## src/hw/pkt_comm_config.svh

```systemverilog
//--------------------------------------------------------------------
// Packet front end constants: version, FIFO depths, header and
// payload limits, APB register map
//--------------------------------------------------------------------
`ifndef PKT_COMM_CONFIG_SVH
`define PKT_COMM_CONFIG_SVH

// Protocol
`define PKT_VERSION     8'd2
`define HDR_BYTES       8
`define PKT_LEN_MAX     1024

// Buffering
`define IN_FIFO_DEPTH   64
`define OUT_QUEUE_DEPTH 8
`define CFG_BYTES       8

// APB register map
`define REG_STATUS      8'h00
`define REG_COUNT       8'h04
`define REG_CFG0        8'h10
`define REG_CFG1        8'h14

`endif

```

## src/hw/pkt_comm_pkg.sv

```systemverilog
//--------------------------------------------------------------------
// Packet front end types shared by the parser, queues and APB block
//--------------------------------------------------------------------
package pkt_comm_pkg;

  typedef enum logic [7:0] {
    WORD_LIST  = 8'd1,
    CMP_CONFIG = 8'd3
  } pkt_type_e;

  // One entry of the input byte FIFO
  typedef struct packed {
    logic       last;
    logic [7:0] data;
  } in_byte_t;

  // Fields collected from the 8-byte header
  typedef struct packed {
    logic [7:0]  version;
    logic [7:0]  ptype;
    logic [15:0] len;
    logic [15:0] id;
  } hdr_t;

  typedef struct packed {
    logic err_version;
    logic err_type;
    logic err_len;
    logic err_checksum;
  } status_t;

  typedef struct packed {
    logic       valid;
    logic [2:0] idx;
    logic [7:0] data;
  } cfg_wr_t;

  typedef struct packed {
    logic [7:0] hi;
    logic [7:0] lo;
  } byte_pair_t;

  // Raw word on the write side, byte view on the read side
  typedef union packed {
    logic [15:0] raw;
    byte_pair_t  bytes;
  } out_word_u;

  typedef struct packed {
    out_word_u word;
    logic      last;
  } res_word_t;

  typedef struct packed {
    logic        psel;
    logic        penable;
    logic        pwrite;
    logic [7:0]  paddr;
    logic [31:0] pwdata;
  } apb_req_t;

  typedef struct packed {
    logic [31:0] prdata;
    logic        pready;
    logic        pslverr;
  } apb_rsp_t;

endpackage

```

## src/hw/pkt_apb_csr.sv

```systemverilog
//--------------------------------------------------------------------
// APB register block: sticky status, accepted count, config bytes
//--------------------------------------------------------------------
`timescale 1ns/100ps

`include "pkt_comm_config.svh"

module pkt_apb_csr (
  input  logic                   CLK,
  input  logic                   RSTN,
  input  pkt_comm_pkg::apb_req_t apb_req,
  output pkt_comm_pkg::apb_rsp_t apb_rsp,
  input  pkt_comm_pkg::cfg_wr_t  cfg_wr,
  input  pkt_comm_pkg::status_t  err_set,
  input  logic                   accept,
  output logic                   error
);
  import pkt_comm_pkg::*;

  status_t                     status;
  logic [31:0]                 count;
  logic [`CFG_BYTES-1:0][7:0]  cfg;

  logic    access;
  logic    wr;
  logic    addr_hit;
  status_t clr;

  assign access = apb_req.psel && apb_req.penable;
  assign wr     = access && apb_req.pwrite;

  // Write-one-to-clear on STATUS
  assign clr = (wr && apb_req.paddr == `REG_STATUS) ? status_t'(apb_req.pwdata[3:0]) : '0;

  always_ff @(posedge CLK or negedge RSTN) begin
    if (!RSTN) begin
      status <= '0;
      count  <= '0;
      cfg    <= '0;
    end else begin
      // A new error wins over a clear in the same cycle
      status <= (status & ~clr) | err_set;
      if (accept) count <= count + 1'b1;
      if (cfg_wr.valid) cfg[cfg_wr.idx] <= cfg_wr.data;
    end
  end

  always_comb begin
    addr_hit = 1'b1;
    case (apb_req.paddr)
      `REG_STATUS: apb_rsp.prdata = {28'd0, status};
      `REG_COUNT:  apb_rsp.prdata = count;
      `REG_CFG0:   apb_rsp.prdata = cfg[3:0];
      `REG_CFG1:   apb_rsp.prdata = cfg[7:4];
      default: begin
        apb_rsp.prdata = '0;
        addr_hit       = 1'b0;
      end
    endcase
  end

  // No wait states
  assign apb_rsp.pready  = 1'b1;
  assign apb_rsp.pslverr = access && !addr_hit;

  assign error = |status;

endmodule

```

## src/hw/pkt_byte_fifo.sv

```systemverilog
//--------------------------------------------------------------------
// Input byte FIFO, stores each stream byte with its tlast flag
//--------------------------------------------------------------------
`timescale 1ns/100ps

`include "pkt_comm_config.svh"

module pkt_byte_fifo (
  input  logic                   CLK,
  input  logic                   RSTN,
  input  logic [7:0]             s_tdata,
  input  logic                   s_tvalid,
  output logic                   s_tready,
  input  logic                   s_tlast,
  output pkt_comm_pkg::in_byte_t head,
  output logic                   empty,
  input  logic                   pop
);
  import pkt_comm_pkg::*;

  localparam int AW = $clog2(`IN_FIFO_DEPTH);

  in_byte_t    mem [`IN_FIFO_DEPTH];
  logic [AW:0] wr_ptr;
  logic [AW:0] rd_ptr;
  logic        full;
  logic        push;

  // Extra pointer bit tells full from empty
  assign empty    = (wr_ptr == rd_ptr);
  assign full     = (wr_ptr[AW] != rd_ptr[AW]) && (wr_ptr[AW-1:0] == rd_ptr[AW-1:0]);
  assign s_tready = ~full;
  assign push     = s_tvalid & s_tready;
  assign head     = mem[rd_ptr[AW-1:0]];

  always_ff @(posedge CLK) begin
    if (push) begin
      mem[wr_ptr[AW-1:0]] <= '{last: s_tlast, data: s_tdata};
    end
  end

  always_ff @(posedge CLK or negedge RSTN) begin
    if (!RSTN) begin
      wr_ptr <= '0;
      rd_ptr <= '0;
    end else begin
      if (push) wr_ptr <= wr_ptr + 1'b1;
      if (pop && !empty) rd_ptr <= rd_ptr + 1'b1;
    end
  end

endmodule

```

## src/hw/pkt_comm_top.sv

```systemverilog
//--------------------------------------------------------------------
// Packet front end top: input FIFO, parser, result queue, output
// serializer and APB registers
//--------------------------------------------------------------------
`timescale 1ns/100ps

module pkt_comm_top (
  input  logic                   CLK,
  input  logic                   RSTN,
  input  logic [7:0]             s_tdata,
  input  logic                   s_tvalid,
  output logic                   s_tready,
  input  logic                   s_tlast,
  output logic [7:0]             m_tdata,
  output logic                   m_tvalid,
  input  logic                   m_tready,
  output logic                   m_tlast,
  input  pkt_comm_pkg::apb_req_t apb_req,
  output pkt_comm_pkg::apb_rsp_t apb_rsp,
  output logic                   error
);
  import pkt_comm_pkg::*;

  in_byte_t  fifo_head;
  logic      fifo_empty;
  logic      fifo_pop;

  res_word_t res_in;
  logic      res_push;
  logic      res_full;
  res_word_t res_head;
  logic      res_empty;
  logic      res_pop;

  cfg_wr_t   cfg_wr;
  status_t   err_set;
  logic      accept;

  pkt_byte_fifo i_pkt_byte_fifo (
    .CLK      (CLK),
    .RSTN     (RSTN),
    .s_tdata  (s_tdata),
    .s_tvalid (s_tvalid),
    .s_tready (s_tready),
    .s_tlast  (s_tlast),
    .head     (fifo_head),
    .empty    (fifo_empty),
    .pop      (fifo_pop)
  );

  pkt_header_parser i_pkt_header_parser (
    .CLK      (CLK),
    .RSTN     (RSTN),
    .head     (fifo_head),
    .empty    (fifo_empty),
    .pop      (fifo_pop),
    .res      (res_in),
    .res_push (res_push),
    .res_full (res_full),
    .cfg_wr   (cfg_wr),
    .err_set  (err_set),
    .accept   (accept)
  );

  pkt_result_queue i_pkt_result_queue (
    .CLK     (CLK),
    .RSTN    (RSTN),
    .in_word (res_in),
    .push    (res_push),
    .full    (res_full),
    .head    (res_head),
    .empty   (res_empty),
    .pop     (res_pop)
  );

  stream16_to_axis8 i_stream16_to_axis8 (
    .CLK      (CLK),
    .RSTN     (RSTN),
    .word     (res_head),
    .empty    (res_empty),
    .pop      (res_pop),
    .m_tdata  (m_tdata),
    .m_tvalid (m_tvalid),
    .m_tready (m_tready),
    .m_tlast  (m_tlast)
  );

  pkt_apb_csr i_pkt_apb_csr (
    .CLK     (CLK),
    .RSTN    (RSTN),
    .apb_req (apb_req),
    .apb_rsp (apb_rsp),
    .cfg_wr  (cfg_wr),
    .err_set (err_set),
    .accept  (accept),
    .error   (error)
  );

endmodule

```

## src/hw/pkt_header_parser.sv

```systemverilog
//--------------------------------------------------------------------
// Packet parser: checks the header, sums WORD_LIST payloads, issues
// configuration writes and pushes the id/sum result words
//--------------------------------------------------------------------
`timescale 1ns/100ps

`include "pkt_comm_config.svh"

module pkt_header_parser (
  input  logic                    CLK,
  input  logic                    RSTN,
  input  pkt_comm_pkg::in_byte_t  head,
  input  logic                    empty,
  output logic                    pop,
  output pkt_comm_pkg::res_word_t res,
  output logic                    res_push,
  input  logic                    res_full,
  output pkt_comm_pkg::cfg_wr_t   cfg_wr,
  output pkt_comm_pkg::status_t   err_set,
  output logic                    accept
);
  import pkt_comm_pkg::*;

  localparam int CNT_W = $clog2(`HDR_BYTES);
  localparam int LEN_W = $clog2(`PKT_LEN_MAX) + 1;
  localparam logic [CNT_W-1:0] HDR_LAST = CNT_W'(`HDR_BYTES - 1);

  typedef enum logic [1:0] {HEADER, PAYLOAD, RESULT, DISCARD} state_e;

  state_e           state;
  logic [CNT_W-1:0] hdr_cnt;
  logic [LEN_W-1:0] remaining;
  logic             res_phase;
  hdr_t             hdr;
  logic [7:0]       csum;
  logic [15:0]      sum;

  logic             hdr_end;
  logic             last_pay;
  logic             type_ok;
  logic             len_zero;
  logic             len_big;
  logic             stall;
  logic             pkt_done;
  logic [LEN_W-1:0] offset;

  assign hdr_end  = (state == HEADER) && (hdr_cnt == HDR_LAST);
  assign last_pay = (remaining == LEN_W'(1));
  assign type_ok  = (hdr.ptype == WORD_LIST) || (hdr.ptype == CMP_CONFIG);
  assign len_zero = (hdr.len == 16'd0);
  assign len_big  = (hdr.len > 16'(`PKT_LEN_MAX));
  assign offset   = hdr.len[LEN_W-1:0] - remaining;

  // Hold the final WORD_LIST byte until the queue has room
  assign stall = (state == PAYLOAD) && last_pay && (hdr.ptype == WORD_LIST) && res_full;
  assign pop   = !empty && (state != RESULT) && !stall;

  always_comb begin
    err_set = '0;
    if (pop) begin
      if (hdr_end) begin
        err_set.err_version  = (hdr.version != `PKT_VERSION);
        err_set.err_type     = !type_ok;
        err_set.err_len      = len_big || (head.last != len_zero);
        err_set.err_checksum = (head.data != csum);
      end else if (state == HEADER) begin
        err_set.err_len = head.last;
      end else if (state == PAYLOAD) begin
        // Early tlast or missing tlast
        err_set.err_len = (head.last != last_pay);
      end
    end
  end

  assign pkt_done = pop && !(|err_set) && ((hdr_end && len_zero) ||
                                           ((state == PAYLOAD) && last_pay));

  assign res_push      = (state == RESULT) && !res_full;
  assign res.word.raw  = res_phase ? sum : hdr.id;
  assign res.last      = res_phase;
  assign accept        = (pkt_done && (hdr.ptype == CMP_CONFIG)) || (res_push && res_phase);

  assign cfg_wr.valid = pop && (state == PAYLOAD) && (hdr.ptype == CMP_CONFIG) &&
                        (offset < LEN_W'(`CFG_BYTES));
  assign cfg_wr.idx   = offset[2:0];
  assign cfg_wr.data  = head.data;

  // Header fields and running sums
  always_ff @(posedge CLK) begin
    if (pop && state == HEADER) begin
      csum <= (hdr_cnt == '0) ? head.data : csum + head.data;
      case (hdr_cnt)
        3'd0: hdr.version   <= head.data;
        3'd1: hdr.ptype     <= head.data;
        3'd2: hdr.len[7:0]  <= head.data;
        3'd3: hdr.len[15:8] <= head.data;
        3'd4: hdr.id[7:0]   <= head.data;
        3'd5: hdr.id[15:8]  <= head.data;
        default: ;
      endcase
      sum <= '0;
    end else if (pop && state == PAYLOAD) begin
      sum <= sum + {8'h00, head.data};
    end
  end

  always_ff @(posedge CLK or negedge RSTN) begin
    if (!RSTN) begin
      state     <= HEADER;
      hdr_cnt   <= '0;
      remaining <= '0;
      res_phase <= 1'b0;
    end else begin
      case (state)
        HEADER: if (pop) begin
          hdr_cnt <= (hdr_end || head.last) ? '0 : hdr_cnt + 1'b1;
          if (hdr_end) begin
            remaining <= hdr.len[LEN_W-1:0];
            if (|err_set) state <= head.last ? HEADER : DISCARD;
            else if (pkt_done) state <= (hdr.ptype == WORD_LIST) ? RESULT : HEADER;
            else state <= PAYLOAD;
          end
        end
        PAYLOAD: if (pop) begin
          remaining <= remaining - 1'b1;
          if (|err_set) state <= head.last ? HEADER : DISCARD;
          else if (pkt_done) state <= (hdr.ptype == WORD_LIST) ? RESULT : HEADER;
        end
        RESULT: if (res_push) begin
          // Id word first, then the sum with the last flag
          res_phase <= ~res_phase;
          if (res_phase) state <= HEADER;
        end
        DISCARD: if (pop && head.last) state <= HEADER;
        default: state <= HEADER;
      endcase
    end
  end

endmodule

```

## src/hw/pkt_result_queue.sv

```systemverilog
//--------------------------------------------------------------------
// Result word FIFO between the parser and the output serializer
//--------------------------------------------------------------------
`timescale 1ns/100ps

`include "pkt_comm_config.svh"

module pkt_result_queue (
  input  logic                    CLK,
  input  logic                    RSTN,
  input  pkt_comm_pkg::res_word_t in_word,
  input  logic                    push,
  output logic                    full,
  output pkt_comm_pkg::res_word_t head,
  output logic                    empty,
  input  logic                    pop
);
  import pkt_comm_pkg::*;

  localparam int AW = $clog2(`OUT_QUEUE_DEPTH);

  res_word_t   mem [`OUT_QUEUE_DEPTH];
  logic [AW:0] wr_ptr;
  logic [AW:0] rd_ptr;

  assign empty = (wr_ptr == rd_ptr);
  assign full  = (wr_ptr[AW] != rd_ptr[AW]) && (wr_ptr[AW-1:0] == rd_ptr[AW-1:0]);
  assign head  = mem[rd_ptr[AW-1:0]];

  always_ff @(posedge CLK) begin
    if (push && !full) mem[wr_ptr[AW-1:0]] <= in_word;
  end

  always_ff @(posedge CLK or negedge RSTN) begin
    if (!RSTN) begin
      wr_ptr <= '0;
      rd_ptr <= '0;
    end else begin
      if (push && !full) wr_ptr <= wr_ptr + 1'b1;
      if (pop && !empty) rd_ptr <= rd_ptr + 1'b1;
    end
  end

endmodule

```

## src/hw/stream16_to_axis8.sv

```systemverilog
//--------------------------------------------------------------------
// 16-bit word to 8-bit AXI4-Stream serializer, low byte first
//--------------------------------------------------------------------
`timescale 1ns/100ps

module stream16_to_axis8 (
  input  logic                    CLK,
  input  logic                    RSTN,
  input  pkt_comm_pkg::res_word_t word,
  input  logic                    empty,
  output logic                    pop,
  output logic [7:0]              m_tdata,
  output logic                    m_tvalid,
  input  logic                    m_tready,
  output logic                    m_tlast
);
  import pkt_comm_pkg::*;

  res_word_t word_r;
  logic      vld;
  // 0 while the low byte is out, 1 for the high byte
  logic      phase;

  // Next word loads when idle or as the high byte leaves
  assign pop = !empty && (!vld || (phase && m_tready));

  always_ff @(posedge CLK) begin
    if (pop) word_r <= word;
  end

  always_ff @(posedge CLK or negedge RSTN) begin
    if (!RSTN) begin
      vld   <= 1'b0;
      phase <= 1'b0;
    end else if (pop) begin
      vld   <= 1'b1;
      phase <= 1'b0;
    end else if (vld && m_tready) begin
      if (!phase) phase <= 1'b1;
      else vld <= 1'b0;
    end
  end

  assign m_tdata  = phase ? word_r.word.bytes.hi : word_r.word.bytes.lo;
  assign m_tvalid = vld;
  assign m_tlast  = vld && phase && word_r.last;

endmodule

```

## config.mk

```make
export PLATFORM = sky130hd
export DESIGN_NAME = pkt_comm_top
export DESIGN_NICKNAME = d
export VERILOG_FILES = /design/src/hw/pkt_comm_pkg.sv /design/src/hw/pkt_apb_csr.sv /design/src/hw/pkt_byte_fifo.sv /design/src/hw/pkt_comm_top.sv /design/src/hw/pkt_header_parser.sv /design/src/hw/pkt_result_queue.sv /design/src/hw/stream16_to_axis8.sv
export VERILOG_INCLUDE_DIRS = /design/src /design/src/hw
export SDC_FILE = /design/constraint.sdc
export NUM_CORES = 1
export LEC_CHECK = 0
export BUFFER_PORTS_ARGS = -buffer_cell sky130_fd_sc_hd__buf_2
export CELL_PAD_IN_SITES_DETAIL_PLACEMENT = 1
export CELL_PAD_IN_SITES_GLOBAL_PLACEMENT = 1
export CORE_MARGIN = 5
export CORE_UTILIZATION = 25
export DETAILED_ROUTE_END_ITERATION = 6
export PLACE_DENSITY = 0.56
export SYNTH_ARGS = -nofsm -noshare
export SYNTH_HDL_FRONTEND = slang
export SYNTH_HIERARCHICAL = 1
export SYNTH_SLANG_ARGS = --single-unit
export TNS_END_PERCENT = 100
```

## constraint.sdc

```tcl
create_clock -name CLK -period 4.2 [get_ports CLK]
set_input_delay 0.42 -clock CLK [delete_from_list [all_inputs] [get_ports CLK]]
set_output_delay 0.42 -clock CLK [all_outputs]
set_load 0.1 [all_outputs]
```

* Yosys cells after proc, flatten, opt, wreduce, memory -nomap -nowiden
Memory sizes are Yosys's and may differ from the RTL's. A register that Yosys moved wholly into a read port is not among the register bits.
Index checks and enable logic that the tools add are counted.
W data, S select, Z words.
** Word-level totals
- Input port bits :: 56
- RAM bits :: 712
- Memories kept :: 2
- Output and inout bits :: 46
- Bits in registers :: 213
** Operators by class
- Magnitude comparators :: 4
- Equal/unequal tests :: 33
- Mux-type cells :: 42
- Add/subtract/negate cells :: 10
- Bitwise gates (word level) :: 6
- Reductions and logical operators :: 67
** Memory list
- i_pkt_byte_fifo.mem :: depth 64, width 9, read ports 1, clocked after memory_dff 0, write ports 1, line pkt_byte_fifo.sv:23 : in_byte_t mem [`IN_FIFO_DEPTH];
- i_pkt_result_queue.mem :: depth 8, width 17, read ports 1, clocked after memory_dff 1, write ports 1, line pkt_result_queue.sv:22 : res_word_t mem [`OUT_QUEUE_DEPTH];
** Operators with widths (number)
- $pmux W32 S4 :: 1
- $bwmux W64 :: 1
- $mux W11 :: 3
- $add A32 B1 Y32 const B :: 1
- $logic_and A1 B1 Y1 :: 32
- $mux W2 :: 13
- $demux W8 S3 :: 1
- $mux W8 :: 3
- $pmux W11 S2 :: 1
- $reduce_and A2 Y1 :: 9
- $add A16 B8 Y16 :: 1
- $eq A8 B5 Y1 const B :: 2
- $gt A16 B11 Y1 const B :: 1
- $logic_not A16 Y1 :: 1
- $mux W16 :: 1
- $add A7 B1 Y7 const B :: 2
- $mux W1 :: 14
- $reduce_or A4 Y1 :: 3
- $eq A11 B1 Y1 const B :: 1
- $lt A11 B4 Y1 const B :: 1
- $sub A11 B1 Y11 const B :: 1
- $sub A11 B11 Y11 :: 1
- $eq A3 B3 Y1 const B :: 3
- $add A4 B1 Y4 const B :: 2
- other kinds (37) :: 63

* Depth between registers and ports, before layout
- Depth after elaboration :: 16
- Depth in mapped cells :: 19
- Depth with buffers taken out :: 15

* Hierarchy
The synthesis kept the hierarchy.
** By module, submodules not included
- pkt_byte_fifo :: cells each 1143, area an instance 23249.8 um^2, sequential area each 17646.9 um^2, instances 1
- pkt_result_queue :: cells each 253, area an instance 5818.1 um^2, sequential area each 4284.1 um^2, instances 1
- pkt_header_parser :: cells each 502, area an instance 5148.7 um^2, sequential area each 2427.3 um^2, instances 1
- pkt_apb_csr :: cells each 399, area an instance 4954.8 um^2, sequential area each 2502.4 um^2, instances 1
- stream16_to_axis8 :: cells each 36, area an instance 737.0 um^2, sequential area each 560.5 um^2, instances 1

* Worst setup path after synthesis
Ideal clock, no wire load.
- Kind :: flip-flop to flip-flop
- From :: reg i_pkt_byte_fifo.rd_ptr[0]
- To :: reg i_pkt_apb_csr/cfg[32] in the netlist's numbering
- Arrival :: 4456 ps
- Library setup time :: 125 ps
- Setup slack :: -381 ps
- Clock period less this slack :: 4581 ps
- Cell stages (with the launch flop) :: 19
- Buffers on the path :: 4
- Path through :: dfrtp_1 buf_2 buf_4 buf_4 nand3_2 o22ai_1 a211o_1 o22ai_1 nor3_1 a21boi_0 o21bai_4 o211ai_4 nor2_1 o2111ai_1 a2111oi_0 buf_2 nand2b_4 nor3b_2 mux2_2
** RTL lines
- start: declaration :: line pkt_byte_fifo.sv:25 : logic [AW:0] rd_ptr;
- start signal: assignment :: line pkt_byte_fifo.sv:48 : if (pop && !empty) rd_ptr <= rd_ptr + 1'b1;
- end signal: indexed assignment :: line pkt_apb_csr.sv:44 : if (cfg_wr.valid) cfg[cfg_wr.idx] <= cfg_wr.data;
- end: declaration :: line pkt_apb_csr.sv:22 : logic [`CFG_BYTES-1:0][7:0] cfg;

==> flow_summary_export.csv <==
group,metric,value,unit
status,outcome,"finished, violations left",
status,violations,"setup timing",
timing,tightest_slew,1150,ps
logic_synthesis,async_reset_ff_share,15.0,%
logic_synthesis,synth_area_leader_cell,"edfxtp_1",
placed_design,dpl_cell_area,44600,sq um
finish,final_cell_mix,"785 x edfxtp_1, 249 x buf_4, 150 x mux4_2, 146 x nor2_1, 137 x dfrtp_1",
logic_synthesis,synth_compound_area_share,4.56,%
worst_hold_path,min_path_type,"in -> reg",
finish,fin_nets,2799,
global_routing,use_met1,16.7,%
timing,fin_crit_sh,103,%
finish,fin_area,49700,sq um
floorplan,start_util,25.2,%
global_routing,grt-busiest-layer,"met2",
timing,rsz0062_at_grt,"true",
pwr,clkPwrFrac,24.6,%
critical_path,cp.arrival,4940,ps
job,max_cap_viol_count,0,
clock_network,cts.reportedPaths.clkPinSlew,60,ps
logic_synthesis,synth-simple-area-share,6.21,%
clock_network,cts_tree,"done",
placed_design,hpwl,67600,microns
global_routing,track_usage,12.3,%
floorplan,die_w,410,microns
finish,antennaDiodeCount,0,
logic_synthesis,ys_ff_latch,942,
placed_design,gp_congestion,0.781,
timing,finalSetupViolations,35,
route,drcViolationCount,0,
logic_synthesis,synth_top_area_share,59.1,%
logic_synthesis,synth_cells,2333,
floorplan,die_height,410,microns
route,drt_wl_total,105000,microns
floorplan,rows,146,
finish,layout_commonest_cell,"edfxtp_1",
logic_synthesis,avgSynthCellArea,17.1,sq um
logic_synthesis,yosysSeqAreaShare,68.7,%
pwr,peakVddDrop,0.000555,V
global_routing,grt_max_degree,80,
global_routing,grt_pass1_wl,157000,microns
route,dr.pass1.iters,5,
global_routing,grt_antenna_before_repair,2,
pwr,seqPwrFrac,33.7,%
floorplan,ios,102,
clock_network,cts_buffer_depth,3,
timing,worst_slack,-123,ps
logic_synthesis,yosys.area_share.adder,1.34,%
clock_network,cts.sinks,942,
timing,max_freq,231,MHz
clock_network,h-tree-depth,3,
pwr,p_int,22800,uW
clock_network,clk_latency,700,ps
critical_path,critical_path_class,"reg -> reg",
critical_path,worstPathRequired,4810,ps
critical_path,start_kind,"flip-flop",
logic_synthesis,synth_top_family_by_area,"multiplexers",
route,via_per_inst,4.56,
logic_synthesis,synth_area,39900,sq um
critical_path,end_kind,"flip-flop",
timing,holdWs,68.5,ps
logic_synthesis,synth-xor-area-share,1.70,%
logic_synthesis,ys_warn_count,6,
route,vias,22161,
logic_synthesis,synth_edf_count,785,
global_routing,grtUsageMet3,2.07,%
clock_network,cts_made_buffers,99,
clock_network,root_buffer,"clkbuf_16",
global_routing,grt_overflow,0,
pwr,combPwrFrac,41.7,%
global_routing,grt_pass1_vias,23769,
floorplan,dieArea,168000,sq um
finish,drive_above_1_share,38.1,%
logic_synthesis,synth_cell_types,97,
finish,area_growth_syn_to_layout,24.5,%
pwr,pwr_density_cell,706,nW/um^2
global_routing,met2_usage,20.7,%
pwr,p_switching,12300,uW
route,drtIter0Drc,1570,
timing,clock-skew-final,32.9,ps
logic_synthesis,synth_nets,2430,
route,detail-route-antenna-nets,0,
floorplan,core,159000,sq um
timing,slew_headroom,23.1,%
critical_path,crit_path_max_fanout,7,
logic_synthesis,synth.area.top_cells,"edfxtp_1 59%, dfrtp_1 8.8%, mux4_2 8.5%, mux2_2 4.8%, nor2_1 1.4%",
logic_synthesis,synth_ff_type,"edfxtp_1",
timing,finalHoldViolCount,0,
pwr,p_sw_share,35.0,%
logic_synthesis,synthMuxAreaShare,15.3,%
timing,period_minus_slack,4320,ps
pwr,p_leak,0.0173,uW
route,post_drt_wl_per_cell,21.6,microns
timing,drv_slew,0,
placed_design,io_buffers,72,
[cell usage after synthesis, types with 11 or more instances]
cell type / count
a211oi_1: 11
a21oi_1: 46
a22oi_1: 35
and3_1: 18
buf_1: 11
buf_2: 56
buf_4: 20
clkbuf_1: 26
dfrtp_1: 141
dfxtp_1: 16
edfxtp_1: 785
ha_1: 38
inv_1: 42
mux2_2: 169
mux2_4: 21
mux2i_1: 32
mux4_2: 150
nand2_1: 71
nand3_1: 33
nand4_1: 19
nor2_1: 152
nor2b_1: 15
nor3_1: 35
nor4_1: 18
o21ai_0: 54
o22ai_1: 39
xnor2_1: 42
xor2_1: 30
[critical path: stages (launching register included)]
cell      delay, ps
dfrtp_4         510
buf_6           140
buf_6           120
nand3b_1        220
buf_4           190
buf_4           160
o22ai_2         190
a211o_1         190
o22ai_2         100
buf_4           170
a211oi_4        320
buf_12          170
xnor2_1         140
and3_4          230
a31o_4          150
a21boi_2        160
a31o_4          170
buf_6           100
and4_4          230
nand3_2          80
buf_6           180
nor3_2          130
xor2_1          180
[metal layers]
metal  up-vias  wire (microns)
met1     11721           48000
met2       335           51500
met4         0            1830
met3       121            3730
li1       9984               -
met5         -               0
[final timing paths]
path                                                          start                                       end  slack, ps  cells after the start
hold / removal                                             m_tready  i_stream16_to_axis8/m_tvalid$_DFFE_PN0P_         70                      3
setup / recovery              i_pkt_byte_fifo/rd_ptr[0]$_DFFE_PN0P_       i_pkt_apb_csr/count[19]$_DFFE_PN0P_       -120                     22
setup reg to reg              i_pkt_byte_fifo/rd_ptr[0]$_DFFE_PN0P_       i_pkt_apb_csr/count[19]$_DFFE_PN0P_       -120                     22
min in group asynchronous                                      RSTN  i_pkt_result_queue/wr_ptr[3]$_DFFE_PN0P_        330                      2
hold reg to reg            i_pkt_header_parser/sum[15]$_SDFFE_PP0P_  i_pkt_header_parser/sum[15]$_SDFFE_PP0P_        490                      2
max in group asynchronous                                      RSTN     i_pkt_byte_fifo/rd_ptr[1]$_DFFE_PN0P_       2800                      3
[flip-flops by register name, indices dropped and copies added, names as in the netlist]
signal	flops
i_pkt_header_parser/res_phase	1
i_pkt_apb_csr/count	32
i_pkt_header_parser/csum	8
i_pkt_header_parser/sum	16
i_stream16_to_axis8/m_tvalid	1
i_stream16_to_axis8/word_r	17
i_pkt_byte_fifo/wr_ptr	7
i_pkt_apb_csr/status	4
i_pkt_result_queue/rd_ptr	4
i_pkt_header_parser/hdr	48
i_pkt_byte_fifo/rd_ptr	7
i_pkt_result_queue/wr_ptr	4
i_pkt_header_parser/state	2
i_pkt_apb_csr/cfg	64
i_pkt_byte_fifo/mem	576
i_pkt_header_parser/hdr_cnt	3
i_pkt_result_queue/mem	136
i_stream16_to_axis8/phase	1
i_pkt_header_parser/remaining	11
[power by group through the flow]
stage / Clock, uW / Sequential, uW / Combinational (uW)
2_1_floorplan: 0 / 11700 / 7720
3_3_place_gp: 0 / 12000 / 12500
3_5_place_dp: 0 / 12000 / 12700
4_1_cts: 8910 / 11800 / 13800
5_1_grt: 9330 / 11900 / 15600
6_report: 8640 / 11800 / 14600
[final cells by class]
type                       count  area, sq um
multi-input combinational   1224        12900
sequential                   942        27400
inverter                      43          161
timing repair buffer         392         3380
fill                       16356       109000
clock inverter                57          572
clock buffer                 125         2630
tap                         2072         2590
[logic make-up (layout without fill, tap and decap cells)]
logic type                 Yosys count  after routing
DFF                                942            942
buffers and inverters              167            617
other                                1              1
xor gates and xnor gates            75             75
muxes                              381            381
and+or+nand+nor                    459            459
AOI/OAI and AO/OA                  267            267
adders and majority gates           41             41
[per-stage QoR]
| stage | cells | total power, uW | utilization (%) | setup slack, ps | TNS, ps |
|---|---|---|---|---|---|
| final | 4855 | 35000 | 31.3 | -123 | -1660 |
| after global routing | 4855 | 36800 | 31.3 | -267 | -12490 |
| after CTS | 4822 | 34600 | 30.7 | -176 | -3530 |
| after detailed placement | 4616 | 24600 | 28.1 | -650 | -38490 |
| after global placement | 4616 | 24500 | 28.1 | -595 | -31980 |
| after floorplan | 2333 | 19500 | - | 7.20 | 0 |
[repair_timing]
item	in CTS	in global routing
pin swaps	47	49
buffers inserted	20	36
setup endpoints to repair	106	105
resized for setup	124	150
hold endpoints to repair	77	0
hold buffers	1	0
gates cloned	5	1
(Power assumes the default switching activity.)
